$ cat src/design/cpu_pkg.sv
package cpu_pkg;

  parameter int DW = 16;

  // Opcodes, upper nibble of the word
  parameter logic [3:0] OP_ADD = 4'h0;
  parameter logic [3:0] OP_SUB = 4'h1;
  parameter logic [3:0] OP_XOR = 4'h2;
  parameter logic [3:0] OP_SLL = 4'h4;
  parameter logic [3:0] OP_SRA = 4'h5;
  parameter logic [3:0] OP_LW  = 4'h8;
  parameter logic [3:0] OP_SW  = 4'h9;
  parameter logic [3:0] OP_LLB = 4'hA;
  parameter logic [3:0] OP_LHB = 4'hB;
  parameter logic [3:0] OP_B   = 4'hC;
  parameter logic [3:0] OP_HLT = 4'hF;

  // Branch conditions
  parameter logic [2:0] CC_NE = 3'b000;
  parameter logic [2:0] CC_EQ = 3'b001;
  parameter logic [2:0] CC_GT = 3'b010;
  parameter logic [2:0] CC_LT = 3'b011;
  parameter logic [2:0] CC_GE = 3'b100;
  parameter logic [2:0] CC_LE = 3'b101;
  parameter logic [2:0] CC_OV = 3'b110;
  parameter logic [2:0] CC_UN = 3'b111;

  // Operand source in EX
  parameter logic [1:0] FWD_REG = 2'd0;
  parameter logic [1:0] FWD_EX  = 2'd1;
  parameter logic [1:0] FWD_MEM = 2'd2;

  typedef union packed {
    struct packed {logic [3:0] opcode; logic [3:0] rd; logic [3:0] rs; logic [3:0] rt;} r_fmt;
    struct packed {logic [3:0] opcode; logic [3:0] rd; logic [7:0] imm8;} i_fmt;
    struct packed {logic [3:0] opcode; logic [2:0] ccc; logic [8:0] imm9;} b_fmt;
  } instr_t;

endpackage

$ cat src/design/mem_array.sv
`timescale 1ns/1ps

module mem_array #(
  parameter int AW = 8
) (
  input  logic                   clk,
  input  logic                   we,
  input  logic [AW-1:0]          waddr,
  input  logic [cpu_pkg::DW-1:0] wdata,
  input  logic [AW-1:0]          raddr,
  output logic [cpu_pkg::DW-1:0] rdata
);
  logic [cpu_pkg::DW-1:0] mem [2**AW];

  always_ff @(posedge clk) begin
    if (we) mem[waddr] <= wdata;
  end

  assign rdata = mem[raddr]; // Same-cycle read

endmodule

$ cat config.mk
export PLATFORM = sky130hd
export DESIGN_NAME = mem_array
export DESIGN_NICKNAME = d
export VERILOG_FILES = /design/src/design/cpu_pkg.sv /design/src/design/mem_array.sv
export SDC_FILE = /design/constraint.sdc
export NUM_CORES = 2
export LEC_CHECK = 0
export BUFFER_PORTS_ARGS = -buffer_cell sky130_fd_sc_hd__buf_2
export CORE_MARGIN = 2
export CORE_UTILIZATION = 55
export CTS_CLUSTER_SIZE = 25
export DETAILED_ROUTE_END_ITERATION = 8
export PLACE_DENSITY = 0.77
export SYNTH_ARGS = -nofsm -noshare
export SYNTH_HDL_FRONTEND = slang
export SYNTH_SLANG_ARGS = --single-unit
$ cat constraint.sdc
create_clock -name clk -period 2.4 [get_ports clk]
set_input_delay 0.24 -clock clk [delete_from_list [all_inputs] [get_ports clk]]
set_output_delay 0.24 -clock clk [all_outputs]
set_load 0.005 [all_outputs]
# Yosys cells after proc, flatten, opt, wreduce, memory -nomap -nowiden
# Memory sizes are Yosys's and may differ from the RTL's.
# Index checks and enable logic that the tools add are counted.
[op_classes] muxes=2
[op_table] cell="2-to-1 mux 1 bit" n=2
[word_totals] ff_bits=0 ramBits=4096 inputBits=34 out_inout_bits=16 elab_cells=3 n_memories=1
[memory_table] memory="mem" words=256 word_bits=16 rd=1 rd_ports_with_merged_regs=0 wr=1 line="mem_array.sv:13" source="logic [cpu_pkg::DW-1:0] mem [2**AW];"

# Longest topological paths before layout
[logic_depth] ltp_word=2 mapped_depth=12

# Worst setup path after synthesis
# OpenSTA, ideal clock, no wires.
[synth_timing] path_kind="input to output" start="in raddr[0]" end="out rdata[4] (netlist name)" arrival_time_ps=2236 t_required_ps=2160 setup_slack_ps=-76 path_stages=8 cell_sequence="buf_6 buf_6 buf_2 mux4_2 mux4_2 a22o_1 o32ai_2 nor4_2"
[synth_via] elab_chain_cells=1
[synth_rtl] item="start: declaration" line="mem_array.sv:10" source="input logic [AW-1:0] raddr,"
[synth_rtl] item="memory read (256 x 16 bit)"
[synth_rtl] item="end: declaration" line="mem_array.sv:11" source="output logic [cpu_pkg::DW-1:0] rdata"
# Every way passes these cells.

# Worst setup path in the final report
[layout_timing] start="mem mem[27][8] (netlist name)" end="out rdata[8] (netlist name)"
[layout_via] elab_chain_cells=1
[layout_rtl] item="start: declaration" line="mem_array.sv:13"
[layout_rtl] item="memory read (256 x 16 bit)"
# Every way passes these cells.

==> impl_summary.txt <==
----------------------------------------------------
[Run status]
  Result of the run ... finished, violations left
  Violations in the final reports ... setup timing

[Timing]
  Post-route worst setup slack ... -1480 ps
  Setup repair after global routing missed its margin ... true
  Final total negative setup slack ... -20460 ps
  Final hold slack ... 176 ps
  Final period util ... 162%
  Slew at the pin closest to its max-slew limit ... 1090 ps
  Rel. slew slack ... 26.8%
  Number of hold violations in the final report ... 0
  Peak clock frequency supported by timing ... 258 MHz
  Setup violators final ... 16
  Final Critical Period ... 3880 ps
  Final max-slew violation count ... 0

[Global route]
  Number of global-route vias before repair ... 85200
  Maximum number of pins on one net before global-route repair ... 117
  GRT Residual Overflow ... 0
  Total track usage ... 29.8%
  Antenna violations before repair ... 24
  Global-route wire length before repair ... 622000 um

[Die]
  I/O pin total ... 50
  Number of rows created at floorplan ... 197
  Area enclosed by the die boundary ... 292000 um2
  Placeable Area ... 287000 um2
  Vertical extent of the die ... 541 um
  Die X-Extent ... 541 um
  Effective utilization at floorplan ... 55.2%

[Route]
  Length of the first detailed-routing pass in iterations ... 6
  Routed vias ... 85400
  Number of nets still failing antenna checks after routing ... 0
  Average detailed-routed wire length per instance ... 34.8 um
  DRC marker count from the first detailed-route iteration ... 14200
  Remaining DRCs ... 0
  Detailed-route vias per instance ... 6.76
  Total wirelength of the detailed-routed design ... 440000 um

[Clock network]
  Clock Sink Count ... 4096
  H-tree lvl count ... 5
  Buffers inserted by post-CTS timing repair ... 0
  Clock buffers created by TritonCTS ... 388
  Post-CTS clock slew at the launch and capture registers of the worst setup and hold paths ... 60 ps
  Clock tree root driver cell ... sky130_fd_sc_hd__clkbuf_16
  TritonCTS clock tree ... done
  Max clock buf depth ... 4

[Place]
  Post-detailed-placement half-perimeter wirelength ... 267000 um
  Count of placed standard cells including taps ... 11900
  Total cell area at the placement stage ... 173000 um2
  Port Buf Inserts ... 49
  Post-Place Worst Slack ... -1840 ps
  Routability-driven placement congestion ratio ... 0.959

[Worst setup path]
  Arrival time at the worst endpoint ... 3640 ps
  Critical Path Fanout Max ... 1
  Sort of element at the end of the critical path ... output pin
  Data required time at the worst endpoint ... 2160 ps
  Crit Path Class ... flop to output pin
  Worst setup SP type ... flop
  CP Launch Point ... mem[27][8]$_DFFE_PP_

[Yosys]
  Area share of and/or/nand/nor cells after synthesis ... 1.58%
  Warning count from the yosys run ... 0
  Most common flop cell mapped by yosys ... sky130_fd_sc_hd__edfxtp_1
  Synth Area per Inst ... 21.6 um2
  Post-synthesis async set-or-reset flop share ... 0%
  Compound-cell area share of the yosys netlist ... 3.54%
  Share of cell area taken by muxes after synthesis ... 15.5%
  Cell area after synthesis ... 158000 um2
  Net count of the mapped netlist ... 7378
  Share of the synthesized netlist area taken by xor and xnor gates ... 0%
  Post-synthesis cell count ... 7344
  Number of flip-flops and latches in the synthesized netlist ... 4096
  Adder-Cell Fraction of Synth Area ... 0%
  Part of the Yosys area used for sequential elements ... 77.7%
  Number of distinct standard cells referenced by the synthesized netlist ... 51
  Main combinational cell family by area after synthesis ... multiplexers
  Number of synthesized flops with an enable pin ... 4096

[Run]
  # Max-Cap Violations ... 0

[Min path]
  Hold Crit Start ... waddr[6]
  Worst Hold Class ... primary input to flop

[Cells and area]
  Largest regs ... mem x4096
  Net total in the final layout ... 8543
  Register with the most flip-flops ... mem
  Ratio of cells with drive above 1 in the final layout ... 31.5%
  Synth-to-Final Area Change ... 17.6%
  Largest register FFs ... 4096
  Final Instance Area ... 186000 um2
  Utilization of the core after routing ... 64.8%
  Final non-filler cell total ... 12600

[Pwr]
  Power density cells ... 800 nW/um2
  Leak ... 60.9 nW
  Max IR drop VDD ... 783 uV
  Total power consumption of the routed design ... 149 mW

----------------------------------------------------
[metal layers]
metal	global-route usage, %	share of wire [%]	up-vias
met5	0	0.013	-
met4	14.0	5.6	6
met3	6.42	12	1217
met2	47.8	48	6519
met1	39.3	34	44000
li1	-	-	33600
[report_power, final]
group          switching, mW  internal (mW)
logic                   5.56           3.62
clock network           26.4           34.5
registers             0.0420           78.8
total                   32.0            117
[kinds of logic (layout without fill, tap and decap cells)]
kind of cell / after synthesis / after routing
AOI/OAI and AO/OA: 786 / 786
muxes: 1450 / 1450
buffers and inverters: 456 / 1941
other: 0 / 17
and+or+nand+nor: 556 / 556
DFF: 4096 / 4096
[Yosys cell counts, drive strengths merged (21+ instances only)]
library cell     n  area (um2)
nor2           304        1140
a22o            32         280
a21oi          175         876
o21ai           38         190
nor3            92         460
a22oi           43         323
nand3           35         175
o22ai          148         926
nand4           26         163
buf            222        1810
o221ai         253        2220
edfxtp        4096      123000
mux4           797       17900
o32ai           21         191
a221oi          28         245
nand2           38         143
clkbuf         230         863
mux2            88         991
mux2i          565        5660
[what timing repair did]
action,4_1_cts,5_1_grt
pin swaps,44,40
gates cloned,0,0
hold buffers,16,0
resized for setup,137,35
endpoints found under the hold margin,1022,0
endpoints found under the setup margin,16,16
[cell type report]
type | count | area, um2
Tap cell | 3781 | 4730
Timing Repair Buffer | 1227 | 12200
Fill cell | 17400 | 101000
Antenna cell | 17 | 42.5
Inverter | 4 | 27.5
Clock buffer | 458 | 10100
Multi-Input combinational cell | 2792 | 33700
Clock inverter | 252 | 2380
Sequential cell | 4096 | 123000
[final timing paths]
path | depth (start not counted) | end | slack (ps)
setup / recovery | 8 | rdata[8] | -1480
hold / removal | 4 | mem[212][14]$_DFFE_PP_ | 180
[layout by cell type, fill, tap and decap left out, drive strengths merged, types with 11 or more instances in the layout]
cell | netlist | layout
mux2i | 565 | 565
nand3 | 35 | 35
clkinvlp | 0 | 18
nor4 | 18 | 18
o221ai | 253 | 253
o22ai | 148 | 148
buf | 222 | 1211
a22o | 32 | 32
edfxtp | 4096 | 4096
clkinv | 0 | 183
mux4 | 797 | 797
and3 | 11 | 11
o31ai | 16 | 16
nand2 | 38 | 38
a221oi | 28 | 28
inv | 4 | 15
o21ai | 38 | 38
mux2 | 88 | 88
diode | 0 | 17
nor2 | 304 | 304
a211oi | 18 | 18
bufinv | 0 | 40
nand4 | 26 | 26
clkbuf | 230 | 458
a21oi | 175 | 175
o32ai | 21 | 21
dlygate4sd3 | 0 | 16
a22oi | 43 | 43
nor3 | 92 | 92
[critical path, stage by stage, from the launching register on]
cell,delay (ps)
sky130_fd_sc_hd__edfxtp_1,410
sky130_fd_sc_hd__mux4_2,520
sky130_fd_sc_hd__mux4_2,540
sky130_fd_sc_hd__a22o_1,220
sky130_fd_sc_hd__buf_6,150
sky130_fd_sc_hd__o32ai_4,430
sky130_fd_sc_hd__buf_6,180
sky130_fd_sc_hd__nor4_4,60
sky130_fd_sc_hd__buf_2,190
No activity file was read; power rests on OpenSTA's default activity.
