[config.mk]
export PLATFORM = sky130hd
export DESIGN_NAME = cpu_core
export DESIGN_NICKNAME = d
export VERILOG_FILES = /design/src/design/cpu_pkg.sv /design/src/design/fwd_if.sv /design/src/design/reg_file.sv /design/src/design/alu.sv /design/src/design/decode_unit.sv /design/src/design/hazard_unit.sv /design/src/design/cpu_core.sv
export SDC_FILE = /design/constraint.sdc
export NUM_CORES = 1
export LEC_CHECK = 0
export BUFFER_PORTS_ARGS = -buffer_cell sky130_fd_sc_hd__buf_2
export CORE_MARGIN = 4
export CORE_UTILIZATION = 28
export CTS_CLUSTER_SIZE = 12
export DETAILED_ROUTE_END_ITERATION = 8
export GPL_TIMING_DRIVEN = 0
export HOLD_SLACK_MARGIN = 0.05
export SETUP_SLACK_MARGIN = 0.05
export SLEW_MARGIN = 5
export SYNTH_ARGS = -nofsm -noshare
export SYNTH_HDL_FRONTEND = slang
export SYNTH_SLANG_ARGS = --single-unit
export TNS_END_PERCENT = 10
[constraint.sdc]
create_clock -name clk -period 8.2 [get_ports clk]
set_input_delay 1.64 -clock clk [delete_from_list [all_inputs] [get_ports clk]]
set_output_delay 1.64 -clock clk [all_outputs]
set_load 0.01 [all_outputs]
[src/design/cpu_pkg.sv]
package cpu_pkg;

  parameter int DW = 16;

  // Opcodes, upper nibble of the word
  parameter logic [3:0] OP_ADD = 4'h0;
  parameter logic [3:0] OP_SUB = 4'h1;
  parameter logic [3:0] OP_XOR = 4'h2;
  parameter logic [3:0] OP_SLL = 4'h4;
  parameter logic [3:0] OP_SRA = 4'h5;
  parameter logic [3:0] OP_LW  = 4'h8;
  parameter logic [3:0] OP_SW  = 4'h9;
  parameter logic [3:0] OP_LLB = 4'hA;
  parameter logic [3:0] OP_LHB = 4'hB;
  parameter logic [3:0] OP_B   = 4'hC;
  parameter logic [3:0] OP_HLT = 4'hF;

  // Branch conditions
  parameter logic [2:0] CC_NE = 3'b000;
  parameter logic [2:0] CC_EQ = 3'b001;
  parameter logic [2:0] CC_GT = 3'b010;
  parameter logic [2:0] CC_LT = 3'b011;
  parameter logic [2:0] CC_GE = 3'b100;
  parameter logic [2:0] CC_LE = 3'b101;
  parameter logic [2:0] CC_OV = 3'b110;
  parameter logic [2:0] CC_UN = 3'b111;

  // Operand source in EX
  parameter logic [1:0] FWD_REG = 2'd0;
  parameter logic [1:0] FWD_EX  = 2'd1;
  parameter logic [1:0] FWD_MEM = 2'd2;

  typedef union packed {
    struct packed {logic [3:0] opcode; logic [3:0] rd; logic [3:0] rs; logic [3:0] rt;} r_fmt;
    struct packed {logic [3:0] opcode; logic [3:0] rd; logic [7:0] imm8;} i_fmt;
    struct packed {logic [3:0] opcode; logic [2:0] ccc; logic [8:0] imm9;} b_fmt;
  } instr_t;

endpackage

[src/design/fwd_if.sv]
`timescale 1ns/1ps

// Destination info of the two later pipeline registers
interface fwd_if;
  logic [3:0] exm_rd;
  logic       exm_wr;   // Valid and writes a register
  logic       exm_load;
  logic [3:0] mwb_rd;
  logic       mwb_wr;

  modport core (output exm_rd, exm_wr, exm_load, mwb_rd, mwb_wr);
  modport haz (input exm_rd, exm_wr, exm_load, mwb_rd, mwb_wr);
endinterface

[src/design/reg_file.sv]
`timescale 1ns/1ps

module reg_file (
  input  logic                   clk,
  input  logic                   arst_n,
  input  logic [3:0]             rs,
  input  logic [3:0]             rt,
  input  logic                   wr_en,
  input  logic [3:0]             wr_rd,
  input  logic [cpu_pkg::DW-1:0] wr_data,
  output logic [cpu_pkg::DW-1:0] rs_data,
  output logic [cpu_pkg::DW-1:0] rt_data
);
  logic [cpu_pkg::DW-1:0] regs [16];
  logic                   wr_ok;

  assign wr_ok = wr_en && (wr_rd != 4'd0); // R0 stays zero

  always_ff @(posedge clk or negedge arst_n) begin
    if (!arst_n) begin
      for (int i = 0; i < 16; i++) regs[i] <= '0;
    end else if (wr_ok) begin
      regs[wr_rd] <= wr_data;
    end
  end

  // Write before read
  assign rs_data = (wr_ok && wr_rd == rs) ? wr_data : regs[rs];
  assign rt_data = (wr_ok && wr_rd == rt) ? wr_data : regs[rt];

endmodule

[src/design/alu.sv]
`timescale 1ns/1ps

module alu (
  input  logic [3:0]             opcode,
  input  logic [cpu_pkg::DW-1:0] a,
  input  logic [cpu_pkg::DW-1:0] b,
  output logic [cpu_pkg::DW-1:0] result,
  output logic                   flags_z,
  output logic                   flags_v,
  output logic                   flags_n
);
  import cpu_pkg::*;

  logic [DW-1:0] sum;
  logic [DW-1:0] diff;

  assign sum  = a + b;
  assign diff = a - b;

  always_comb begin
    case (opcode)
      OP_SUB:  result = diff;
      OP_XOR:  result = a ^ b;
      OP_SLL:  result = a << b[3:0];
      OP_SRA:  result = $signed(a) >>> b[3:0];
      OP_LLB:  result = {a[DW-1:8], b[7:0]};  // Keep high byte
      OP_LHB:  result = {b[7:0], a[7:0]};     // Keep low byte
      default: result = sum;                  // ADD, LW, SW address
    endcase
  end

  assign flags_z = (result == '0);
  assign flags_n = result[DW-1];

  // Signed overflow, no saturation
  always_comb begin
    case (opcode)
      OP_ADD:  flags_v = (a[DW-1] == b[DW-1]) && (sum[DW-1] != a[DW-1]);
      OP_SUB:  flags_v = (a[DW-1] != b[DW-1]) && (diff[DW-1] != a[DW-1]);
      default: flags_v = 1'b0;
    endcase
  end

endmodule

[src/design/decode_unit.sv]
`timescale 1ns/1ps

module decode_unit (
  input  cpu_pkg::instr_t        instr,
  output logic [3:0]             rs,
  output logic [3:0]             rt,
  output logic [3:0]             rd,
  output logic                   reg_write,
  output logic                   mem_read,
  output logic                   mem_write,
  output logic                   is_branch,
  output logic                   is_halt,
  output logic                   uses_imm,
  output logic                   sets_flags,
  output logic [cpu_pkg::DW-1:0] imm
);
  import cpu_pkg::*;

  logic [3:0] op;

  assign op = instr.r_fmt.opcode;

  // Unused source registers decode as R0, so they never forward or stall
  always_comb begin
    rs         = 4'd0;
    rt         = 4'd0;
    rd         = instr.r_fmt.rd;
    reg_write  = 1'b0;
    mem_read   = 1'b0;
    mem_write  = 1'b0;
    is_branch  = 1'b0;
    is_halt    = 1'b0;
    uses_imm   = 1'b0;
    sets_flags = 1'b0;
    imm        = '0;
    case (op)
      OP_ADD, OP_SUB, OP_XOR: begin
        rs         = instr.r_fmt.rs;
        rt         = instr.r_fmt.rt;
        reg_write  = 1'b1;
        sets_flags = 1'b1;
      end
      OP_SLL, OP_SRA: begin
        rs        = instr.r_fmt.rs;
        reg_write = 1'b1;
        uses_imm  = 1'b1;
        imm       = {12'd0, instr.r_fmt.rt};  // Shift amount
      end
      OP_LW, OP_SW: begin
        rs        = instr.r_fmt.rs;
        uses_imm  = 1'b1;
        imm       = {{(DW-5){instr.r_fmt.rt[3]}}, instr.r_fmt.rt, 1'b0};
        reg_write = (op == OP_LW);
        mem_read  = (op == OP_LW);
        mem_write = (op == OP_SW);
        if (op == OP_SW) rt = instr.r_fmt.rd; // Store data
      end
      OP_LLB, OP_LHB: begin
        rs        = instr.i_fmt.rd;           // Other byte survives
        reg_write = 1'b1;
        uses_imm  = 1'b1;
        imm       = {8'd0, instr.i_fmt.imm8};
      end
      OP_B: begin
        is_branch = 1'b1;
        imm       = {{(DW-10){instr.b_fmt.imm9[8]}}, instr.b_fmt.imm9, 1'b0};
      end
      OP_HLT:  is_halt = 1'b1;
      default: ;                              // Unsupported opcodes act as NOP
    endcase
  end

endmodule

[src/design/hazard_unit.sv]
`timescale 1ns/1ps

module hazard_unit (
  fwd_if.haz   fwd,
  input  logic [3:0] idex_rs,
  input  logic [3:0] idex_rt,
  input  logic [3:0] ifid_rs,
  input  logic [3:0] ifid_rt,
  input  logic [3:0] idex_rd,
  input  logic       idex_load,
  input  logic       branch_taken,
  output logic [1:0] sel_a,
  output logic [1:0] sel_b,
  output logic       stall,
  output logic       flush
);
  import cpu_pkg::*;

  logic ex_ok;
  logic mem_ok;

  // A load in MEM has no data yet, the stall covers that case
  assign ex_ok  = fwd.exm_wr && !fwd.exm_load && (fwd.exm_rd != 4'd0);
  assign mem_ok = fwd.mwb_wr && (fwd.mwb_rd != 4'd0);

  always_comb begin
    sel_a = FWD_REG;
    sel_b = FWD_REG;
    if (ex_ok && fwd.exm_rd == idex_rs)       sel_a = FWD_EX;
    else if (mem_ok && fwd.mwb_rd == idex_rs) sel_a = FWD_MEM;
    if (ex_ok && fwd.exm_rd == idex_rt)       sel_b = FWD_EX;
    else if (mem_ok && fwd.mwb_rd == idex_rt) sel_b = FWD_MEM;
  end

  // Load-use, one bubble
  assign stall = idex_load && (idex_rd != 4'd0) &&
                 ((idex_rd == ifid_rs) || (idex_rd == ifid_rt));

  assign flush = branch_taken; // IF/ID and ID/EX

endmodule

[src/design/cpu_core.sv]
`timescale 1ns/1ps

module cpu_core #(
  parameter int IMEM_AW = 8,
  parameter int DMEM_AW = 8
) (
  input  logic                   clk,
  input  logic                   arst_n,
  input  logic                   run,
  input  logic [cpu_pkg::DW-1:0] imem_rdata,
  input  logic [cpu_pkg::DW-1:0] dmem_rdata,
  output logic [IMEM_AW-1:0]     imem_addr,
  output logic [DMEM_AW-1:0]     dmem_addr,
  output logic                   dmem_we,
  output logic [cpu_pkg::DW-1:0] dmem_wdata,
  output logic                   hlt,
  output logic [cpu_pkg::DW-1:0] pc_out,
  output logic                   wb_valid,
  output logic [3:0]             wb_rd,
  output logic [cpu_pkg::DW-1:0] wb_data
);
  import cpu_pkg::*;

  fwd_if fwd ();

  logic [DW-1:0] pc, pc2;
  logic          halt_seen, hlt_q, stall, flush, fetch_ok;
  logic [2:0]    flags;                        // Z, V, N
  // IF/ID
  logic          ifid_valid;
  instr_t        ifid_instr;
  logic [DW-1:0] ifid_pc2;
  // Decode outputs
  logic [3:0]    d_rs, d_rt, d_rd;
  logic          d_wr, d_mrd, d_mwr, d_br, d_hlt, d_imm, d_flg;
  logic [DW-1:0] d_immv, rs_data, rt_data;
  // ID/EX
  logic          idex_valid, idex_wr, idex_mrd, idex_mwr, idex_br, idex_hlt, idex_uimm, idex_flg;
  logic [3:0]    idex_rs, idex_rt, idex_rd, idex_op;
  logic [2:0]    idex_ccc;
  logic [DW-1:0] idex_a, idex_b, idex_imm, idex_pc2;
  // EX stage
  logic [1:0]    sel_a, sel_b;
  logic [DW-1:0] op_a, op_b, alu_res;
  logic          alu_z, alu_v, alu_n, cond, branch_taken;
  // EX/MEM and MEM/WB
  logic          exm_valid, exm_wr, exm_mrd, exm_mwr, exm_hlt;
  logic [3:0]    exm_rd;
  logic [DW-1:0] exm_alu, exm_store;
  logic          mwb_valid, mwb_wr, mwb_load, mwb_hlt;
  logic [3:0]    mwb_rd;
  logic [DW-1:0] mwb_alu, mwb_mem;

  ////////////////////////////////////////////////////////////
  // Fetch
  ////////////////////////////////////////////////////////////
  assign pc2       = pc + 16'd2;
  assign imem_addr = pc[IMEM_AW:1];
  assign pc_out    = pc;
  // HLT in decode stops fetch unless it is being squashed
  assign fetch_ok  = run && !halt_seen && !(ifid_valid && d_hlt);

  always_ff @(posedge clk or negedge arst_n) begin
    if (!arst_n) begin
      pc         <= '0;
      ifid_valid <= 1'b0;
      halt_seen  <= 1'b0;
    end else begin
      if (branch_taken)               pc <= idex_pc2 + idex_imm;
      else if (fetch_ok && !stall)    pc <= pc2;
      if (flush)       ifid_valid <= 1'b0;
      else if (!stall) ifid_valid <= fetch_ok;
      if (ifid_valid && d_hlt && !flush) halt_seen <= 1'b1;
    end
  end

  always_ff @(posedge clk) begin
    if (!stall) begin
      ifid_instr <= imem_rdata;
      ifid_pc2   <= pc2;
    end
  end

  ////////////////////////////////////////////////////////////
  // Decode
  ////////////////////////////////////////////////////////////
  decode_unit dec_i (
    .instr(ifid_instr), .rs(d_rs), .rt(d_rt), .rd(d_rd), .reg_write(d_wr),
    .mem_read(d_mrd), .mem_write(d_mwr), .is_branch(d_br), .is_halt(d_hlt),
    .uses_imm(d_imm), .sets_flags(d_flg), .imm(d_immv)
  );

  reg_file rf_i (
    .clk(clk), .arst_n(arst_n), .rs(d_rs), .rt(d_rt), .wr_en(wb_valid),
    .wr_rd(wb_rd), .wr_data(wb_data), .rs_data(rs_data), .rt_data(rt_data)
  );

  hazard_unit haz_i (
    .fwd(fwd.haz), .idex_rs(idex_rs), .idex_rt(idex_rt),
    .ifid_rs(ifid_valid ? d_rs : 4'd0), .ifid_rt(ifid_valid ? d_rt : 4'd0),
    .idex_rd(idex_rd), .idex_load(idex_valid && idex_mrd), .branch_taken(branch_taken),
    .sel_a(sel_a), .sel_b(sel_b), .stall(stall), .flush(flush)
  );

  always_ff @(posedge clk or negedge arst_n) begin
    if (!arst_n) idex_valid <= 1'b0;
    else         idex_valid <= ifid_valid && !stall && !flush; // Bubble on stall
  end

  always_ff @(posedge clk) begin
    {idex_rs, idex_rt, idex_rd, idex_op} <= {d_rs, d_rt, d_rd, ifid_instr.r_fmt.opcode};
    {idex_wr, idex_mrd, idex_mwr, idex_br} <= {d_wr, d_mrd, d_mwr, d_br};
    {idex_hlt, idex_uimm, idex_flg}        <= {d_hlt, d_imm, d_flg};
    idex_ccc <= ifid_instr.b_fmt.ccc;
    idex_a   <= rs_data;
    idex_b   <= rt_data;
    idex_imm <= d_immv;
    idex_pc2 <= ifid_pc2;
  end

  ////////////////////////////////////////////////////////////
  // Execute
  ////////////////////////////////////////////////////////////
  assign op_a = (sel_a == FWD_EX) ? exm_alu : (sel_a == FWD_MEM) ? wb_data : idex_a;
  assign op_b = (sel_b == FWD_EX) ? exm_alu : (sel_b == FWD_MEM) ? wb_data : idex_b;

  alu alu_i (
    .opcode(idex_op), .a(op_a), .b(idex_uimm ? idex_imm : op_b), .result(alu_res),
    .flags_z(alu_z), .flags_v(alu_v), .flags_n(alu_n)
  );

  always_comb begin
    case (idex_ccc)
      CC_NE:   cond = !flags[2];
      CC_EQ:   cond = flags[2];
      CC_GT:   cond = !flags[2] && !flags[0];
      CC_LT:   cond = flags[0];
      CC_GE:   cond = flags[2] || !flags[0];
      CC_LE:   cond = flags[2] || flags[0];
      CC_OV:   cond = flags[1];
      default: cond = 1'b1;                    // Unconditional
    endcase
  end
  assign branch_taken = idex_valid && idex_br && cond;

  always_ff @(posedge clk or negedge arst_n) begin
    if (!arst_n) begin
      flags     <= '0;
      exm_valid <= 1'b0;
      mwb_valid <= 1'b0;
      hlt_q     <= 1'b0;
    end else begin
      if (idex_valid && idex_flg) flags <= {alu_z, alu_v, alu_n};
      exm_valid <= idex_valid;
      mwb_valid <= exm_valid;
      if (mwb_valid && mwb_hlt) hlt_q <= 1'b1;
    end
  end

  always_ff @(posedge clk) begin
    {exm_wr, exm_mrd, exm_mwr, exm_hlt} <= {idex_wr, idex_mrd, idex_mwr, idex_hlt};
    exm_rd    <= idex_rd;
    exm_alu   <= alu_res;
    exm_store <= op_b;                         // Forwarded store data
    {mwb_wr, mwb_load, mwb_hlt} <= {exm_wr, exm_mrd, exm_hlt};
    mwb_rd  <= exm_rd;
    mwb_alu <= exm_alu;
    mwb_mem <= dmem_rdata;
  end

  ////////////////////////////////////////////////////////////
  // Memory and writeback
  ////////////////////////////////////////////////////////////
  assign dmem_addr  = exm_alu[DMEM_AW:1];
  assign dmem_we    = exm_valid && exm_mwr;
  assign dmem_wdata = exm_store;

  assign wb_valid = mwb_valid && mwb_wr;
  assign wb_rd    = mwb_rd;
  assign wb_data  = mwb_load ? mwb_mem : mwb_alu;
  assign hlt      = hlt_q || (mwb_valid && mwb_hlt);

  assign fwd.exm_rd   = exm_rd;
  assign fwd.exm_wr   = exm_valid && exm_wr;
  assign fwd.exm_load = exm_mrd;
  assign fwd.mwb_rd   = mwb_rd;
  assign fwd.mwb_wr   = wb_valid;

endmodule

-- After elaboration in Yosys (flattened, before gate mapping)
Index checks and enable logic that the tools add are counted.
W data, S select, Z words.
- mux-type cells: 39
- eq/ne operators: 39
- shifts and indexed selects: 2
- $lt $le $gt $ge: 4
- bitwise gates (word level): 4
- reductions and logical operators: 56
- $add $sub $neg: 4
- operator list (cell ; number):
    $bwmux W256 ; 1
    $mux W16 ; 15
    $bmux W16 S4 ; 2
    $pmux W16 S6 ; 1
    $demux W16 S4 ; 1
    $pmux W16 S4 ; 1
    $add A16 B16 Y16 ; 2
    $eq A4 B4 Y1 ; 8
    $eq A4 B4 Y1 const B ; 8
    $logic_and A1 B1 Y1 ; 30
    $add A16 B2 Y16 const B ; 1
    $eq A4 B3 Y1 const B ; 4
    $logic_not A16 Y1 ; 1
    $pmux W4 S2 ; 2
    $shl A16 B4 Y16 ; 1
    $sshr A16 B4 Y16 ; 1
    $sub A16 B16 Y16 ; 1
    $xor A16 B16 Y16 ; 1
    $ge A5 B5 Y1 const B ; 3
    $not A4 Y5 ; 3
    $reduce_or A7 Y1 ; 2
    $mux W4 ; 3
    $reduce_bool A4 Y1 ; 3
    $eq A3 B3 Y1 const B ; 3
    other kinds (22) ; 50
- input bits: 35
- flip-flop bits (word level): 482
- output and inout bits: 71

-- Depth between registers and ports, before layout
- depth in word-level cells: 13
- gate-level depth with buffers: 25
- gate-level depth less buffers: 22

-- Hierarchy
Synthesis repeated with hierarchy kept, for this count alone.
- cells, all modules: 2251
- area, all modules: 26779.4 um^2
- modules (own cells, without submodules) (module ; area each (um^2) ; cells an instance ; instances):
    reg_file ; 14108.5 ; 885 ; 1
    cpu_core ; 8106.5 ; 703 ; 1
    alu ; 3739.8 ; 552 ; 1
    decode_unit ; 486.7 ; 71 ; 1
    hazard_unit ; 337.8 ; 40 ; 1

-- Least setup slack after synthesis
OpenSTA, ideal clock, no wires.
- kind: flip-flop to flip-flop
- start point: register mwb_rd[0], in the netlist wb_rd[0]
- end point: register flags[2]
- cell stages (with the launch flop): 22
- setup slack: 2.989 ns
- buffers on the path: 3
- arrival time: 5.108 ns
- period minus slack after synthesis: 5.211 ns
- setup time: 0.103 ns
- cells stage by stage: dfxtp_1 -> buf_2 -> xnor2_1 -> and2_1 -> clkbuf_1 -> clkbuf_1 -> a21oi_1 -> o31ai_1 -> ha_1 -> nor2b_1 -> o21bai_1 -> a21o_1 -> a21oi_1 -> a221o_1 -> o41ai_1 -> o21ai_0 -> a21o_1 -> a21oi_1 -> xnor2_1 -> o22ai_1 -> or3_1 -> o41ai_2
- cells in the longest elaborated chain, start to end: 12
- elaborated cells on any way between the ends: 26
- ends and longest elaborated chain (what ; RTL line ; source):
    from (decl) ; cpu_core.sv:51 ; logic [3:0] mwb_rd;
    from (signal assigned) ; cpu_core.sv:166 ; mwb_rd <= exm_rd;
    $reduce_bool A4 Y1 ; hazard_unit.sv:24 ; assign mem_ok = fwd.mwb_wr && (fwd.mwb_rd != 4'd0);
    $logic_and A1 B1 Y1 ; hazard_unit.sv:24 ;
    $logic_and A1 B1 Y1 ; hazard_unit.sv:32 ; else if (mem_ok && fwd.mwb_rd == idex_rt) sel_b = FWD_MEM;
    $mux W2 ; hazard_unit.sv:32 ;
    $mux W2 ; hazard_unit.sv:31 ; if (ex_ok && fwd.exm_rd == idex_rt) sel_b = FWD_EX;
    $eq A2 B2 Y1 ; cpu_core.sv:125 ; assign op_b = (sel_b == FWD_EX) ? exm_alu : (sel_b == FWD_MEM) ? wb_data : idex_b;
    $mux W16 (2 in series) ; cpu_core.sv:125 ;
    $mux W16 ; cpu_core.sv:128 ; .opcode(idex_op), .a(op_a), .b(idex_uimm ? idex_imm : op_b), .result(alu_res),
    $add A16 B16 Y16, or another cell as far along ; alu.sv:17 ; assign sum = a + b;
    $pmux W16 S6 * ; alu.sv:21 ; case (opcode)
    net alu_i.flags_n ; alu.sv:10 ; output logic flags_n
    $logic_not A16 Y1 * ; alu.sv:32 ; assign flags_z = (result == '0);
    to (signal assigned) ; cpu_core.sv:153 ; if (idex_valid && idex_flg) flags <= {alu_z, alu_v, alu_n};
    to (decl) ; cpu_core.sv:28 ; logic [2:0] flags;
The timed path passes the listed nets; every way through them passes the cells marked *.
A chain may end at the register's enable or synchronous reset.

-- Worst setup path after layout
- start point: register mwb_load
- end point: register flags[2]
- cells in the longest elaborated chain, start to end: 7
- elaborated cells on any way between the ends: 13
- ends and longest elaborated chain (what ; RTL line ; source):
    from (decl) ; cpu_core.sv:50 ; logic mwb_valid, mwb_wr, mwb_load, mwb_hlt;
    from (signal assigned) ; cpu_core.sv:165 ; {mwb_wr, mwb_load, mwb_hlt} <= {exm_wr, exm_mrd, exm_hlt};
    $mux W16 * ; cpu_core.sv:180 ; assign wb_data = mwb_load ? mwb_mem : mwb_alu;
    $mux W16 (2 in series) ; cpu_core.sv:125 ;
    $mux W16 ; cpu_core.sv:128 ;
    $add A16 B16 Y16, or another cell as far along ; alu.sv:17 ;
    $pmux W16 S6 * ; alu.sv:21 ;
    net alu_i.flags_n ; alu.sv:10 ;
    $logic_not A16 Y1 * ; alu.sv:32 ;
Marks and branches as above.

==> results <==
- The flow ran to the end, but the final reports show violations.
- The checks that failed: max-capacitance violations, max-slew violations.
- For this design the top-level I/O count stands at 106.
- The clock transition at the register clock pins on the worst setup and hold paths after CTS is 0.06 ns.
- The cell count of the worst hold path is 0.
- The global-route wire length before repair is 158.3 mm.
- The post-cts sizing count is 0.
- The longest clock path from root to sink contains 3 buffers.
- The tightest min-delay check is of the reg2reg type.
- The remaining max-slew budget at the tightest pin is -0.8929%.
- The number of filler instances in the final layout is 9529.
- In the final routed layout, each cell accounts on average for 24.04 um.
- The power per cell area is 299.1 nW/um2.
- Yosys printed 0 warnings.
- Using the TritonRoute via totals, the vias-per-cell ratio works out to 5.566.
- Traced cell by cell, the critical path runs through buf_2 > mux2i_1 > inv_1 > nor3_1 > o311ai_1 > nand2_2 > buf_2 > buf_2 > ha_1 > nor2b_1 > o21bai_1 > a21o_1 > a21oi_1 > a221o_1 > o41ai_1 > o21ai_0 > a21o_1 > a21oi_1 > xnor2_1 > o22ai_1 > or3_1 > o41ai_2.
- The actual slew at the worst max-slew pin is 1.471 ns.
- The unique cell type count in the Yosys netlist is 89.
- The number of slew-limit violations in the final report is 1.
- The total global routing track utilization is 21.33%.
- The count of placed standard cells including taps is 4366.
- rf_i.regs holds more flip-flops than any other register.
- The flip-flop count of the largest register, all copies and words added is 256.
- The final RePlAce weighted congestion is 1.015.
- The largest individual stage delay along the critical path comes from the cell sky130_fd_sc_hd__mux2i_1.
- The endpoint kind of the worst setup timing path is a flip-flop.
- The floorplan step set the die width to 311.0 um.
- The cell sitting at the root of the clock tree is a sky130_fd_sc_hd__clkbuf_16.
- Entering global routing, the biggest net connects 104 pins.
- The total area inside the core boundary comes to 90560 um2.
- The endpoint identified for the worst register-to-register timing path is flags[2].
- For the worst flop-to-flop path, the logic depth is 22.
- The iteration count of the initial detailed-routing pass is 6.
- The number of global-route vias before repair came to 23.57k.
- The source-to-sink clock delay at the later pin of the worst-skew pair is 0.63 ns.
- For this block, the initial DRC count from the detailed router was 3143.
- After legalization and detailed placement, the total HPWL measured 81.94 mm.
- CTS saw 473 sinks.
- The prevailing post-synth register cell is sky130_fd_sc_hd__dfrtp_1.
- Of the total power, the share spent switching nets is 39.29%.
- Setup slack on the worst reg-to-reg path comes out at 0.56 ns.
- Of all nets on the critical path, the largest fanout is 11.
- The achievable clock frequency is 130.9 MHz.
- Of all flip-flops after synthesis, the portion carrying an async set or reset was 59.41%.
- The arrival time of data at the critical path endpoint is 8.11 ns.
- The most numerous cell type found on the critical path is sky130_fd_sc_hd__buf_2.
- The count of buffers from port buffering is 105.
- In this design, the largest share of critical-path delay is due to compound AO/OA/AOI/OAI gates.
- The hold-fix buffer count after cts is 0.
- The number of hold violations in the final report was 0.
- The count of inserted antenna diode cells is 0.
- Once the floorplan was initialized, standard cells occupied 28.39% of the core.
- For hold timing, the worst endpoint is exm_hlt.
- After the flow finishes, the layout carries non-filler instances totaling 4467.
- The clock tree from TritonCTS is yes.
- The setup path with the least slack is of type reg2reg.
- The final net count is 3332.
- The post-synthesis average cell area is 8.352 um2.
- The post-synthesis instance area is 25710 um2.
- The count of antenna-violating nets left after detailed routing is 0.
- The sequential element share of the synthesized area is 43.55%.
- The number of setup buffers added after CTS is 0.
- In this design, the stage delay of the slowest critical-path cell is 1.21 ns.
- Detailed routing inserted a total of 24.86k vias.
- The launching point of the worst reg2reg path is mwb_load.
- The floorplan step defined a die boundary enclosing 96720 um2.
- The critical path required time is 8.67 ns.
- In this run, CTS created clock tree buffers numbering 55.
- The worst hold path startpoint is idex_hlt.
- The share of the clock period used by the worst path is 93.13%.
- The top cell types in the final layout, fill and taps aside, are sky130_fd_sc_hd__nand2_1 (546), sky130_fd_sc_hd__nor2_1 (283), sky130_fd_sc_hd__a21oi_1 (281), sky130_fd_sc_hd__dfrtp_1 (281), sky130_fd_sc_hd__clkbuf_1 (220).
- The synthesized net count is 3163.
- The post-place instance area is 27870 um2.
- The cell leakage power is 0.01217 uW.
- From bottom edge to top edge, the die measures 311.0 um.
- Wires add up to 107.4 mm.
- The internal power consumption is 5392 uW.
- The portion of total power attributed to the clock network is 27.6%.
- STA classifies the critical path startpoint as a flip-flop.
- The sequential power share is 39.9%.
- Setup violations remaining at the end of the flow were counted as 0.
- The clock skew is 0.03161 ns.
- The number of buffer and inverter instances along the worst setup path is 4.
- Once layout is done, the placed cells without fillers occupy 29690 um2.
- The level count of the clock H-tree is 2.
- The post-synthesis sequential element count is 473.
- The reported max-cap violation count is 1.
- The peak supply drop is 0.0001818 V.
- The post-route minimum period is 7.637 ns.
- From synthesis to final layout, the design area changed by 15.49%.
- Setup repair after global routing left no endpoint under its margin.
- Yosys mapped a number of flops with a built-in enable equal to 32.
- Of the cells placed in the final design, the portion with a size suffix greater than 1 is 9.784%.
- After global routing the overflow that remains totals 0.
- The initial antenna violation count is 2.
- The cell count after synthesis came out at 3078.
- In this run the power spent charging and discharging nets is 3490 uW.
- The most common cell after layout, fill and taps aside is sky130_fd_sc_hd__nand2_1.
- The number of design rule violations left after detail routing is 0.
- The combinational fraction of design power is 32.5%.
- In this run the core area contains 110 standard-cell rows.
-- per-layer routing --
layer | global-route usage (%) | vias to the layer above | part of all wire (%)
met4 | 9.983 | 0 | 5.4
met3 | 4.242 | 286 | 9.6
li1 | - | 11140 | -
met2 | 32.19 | 1353 | 43
met1 | 29.35 | 12090 | 42
met5 | 0 | - | 0
-- power by group through the flow --
| stage | combinational (uW) | clock [uW] | sequential (uW) |
|---|---|---|---|
| 2_1_floorplan | 1800 | 0 | 3350 |
| 6_report | 2880 | 2450 | 3550 |
| 3_5_place_dp | 2800 | 0 | 3550 |
| 5_1_grt | 3120 | 2580 | 3600 |
| 4_1_cts | 2810 | 2490 | 3520 |
| 3_3_place_gp | 2760 | 0 | 3550 |
-- worst max-delay path by stage --
stage	from	slack [ns]	depth (start not counted)	end
2_1_floorplan	wb_rd[0]	2.99	21	flags[2]
3_3_place_gp	arst_n	-0.13	1	rf_i.regs[248]
3_5_place_dp	mwb_load	0.97	22	flags[2]
4_1_cts	mwb_load	0.89	22	flags[2]
5_1_grt	mwb_load	0.38	22	flags[2]
6_report	mwb_load	0.56	22	flags[2]
-- worst register-to-register path, delay by kind of cell, from the launching register on --
family | cells | cell delay [ns]
AO/OA/AOI/OAI | 11 | 2.99
XOR/XNOR | 1 | 0.16
adder cells (fa/ha/maj) | 1 | 0.23
buffers and inverters | 4 | 1.49
flip-flops | 1 | 0.30
multiplexers | 1 | 1.22
AND/OR/NAND/NOR | 4 | 1.11
-- Yosys cell counts, types with 40 or more instances --
cell	instances	area, um2
sky130_fd_sc_hd__dfxtp_1	160	3203
sky130_fd_sc_hd__mux2i_1	91	910.9
sky130_fd_sc_hd__nand3_1	172	860.8
sky130_fd_sc_hd__dfrtp_1	281	7032
sky130_fd_sc_hd__clkbuf_1	203	762.0
sky130_fd_sc_hd__a21oi_1	281	1406
sky130_fd_sc_hd__inv_1	62	232.7
sky130_fd_sc_hd__a211oi_1	67	503.0
sky130_fd_sc_hd__a311oi_1	67	586.8
sky130_fd_sc_hd__nand2_1	546	2049
sky130_fd_sc_hd__o21ai_0	153	765.7
sky130_fd_sc_hd__xnor2_1	40	350.3
sky130_fd_sc_hd__nor2_1	283	1062
sky130_fd_sc_hd__nor3_1	75	375.4
sky130_fd_sc_hd__ha_1	47	588.1
-- final cells by class --
cell class,count,area [um2],area share (%)
Multi-Input combinational cell,2265,13170,44.35
Sequential cell,473,11200,37.71
Clock buffer,85,1630,5.491
Tap cell,1176,1471,4.956
Buffer,269,1144,3.852
Timing Repair Buffer,112,651.9,2.196
Inverter,71,266.5,0.8976
Clock inverter,16,162.7,0.5479
-- stage by stage --
| stage | utilization (%) | setup WS (ns) | total power, uW | setup TNS (ns) | hold slack [ns] |
|---|---|---|---|---|---|
| final | 32.78 | 0.5635 | 8882 | 0 | 0.3255 |
| after global routing | 32.78 | 0.3778 | 9302 | 0 | 0.3281 |
| after CTS | 32.75 | 0.8853 | 8820 | 0 | 0.3233 |
| after detailed placement | 30.77 | 0.9685 | 6357 | 0 | 0.3121 |
| after global placement | 30.59 | -0.1349 | 6307 | -28.32 | 0.3115 |
| after floorplan | - | 2.989 | 5155 | 0 | 0.3096 |
-- cells by family after synthesis --
group	after synthesis	share of synthesized area, %
simple gates	1234	21.20
xor+xnor	78	2.657
buf+inv	340	5.485
fa+ha+maj	50	2.521
mux	110	5.047
flops	473	43.55
compound gates	793	19.54
(Power assumes the default switching activity.)
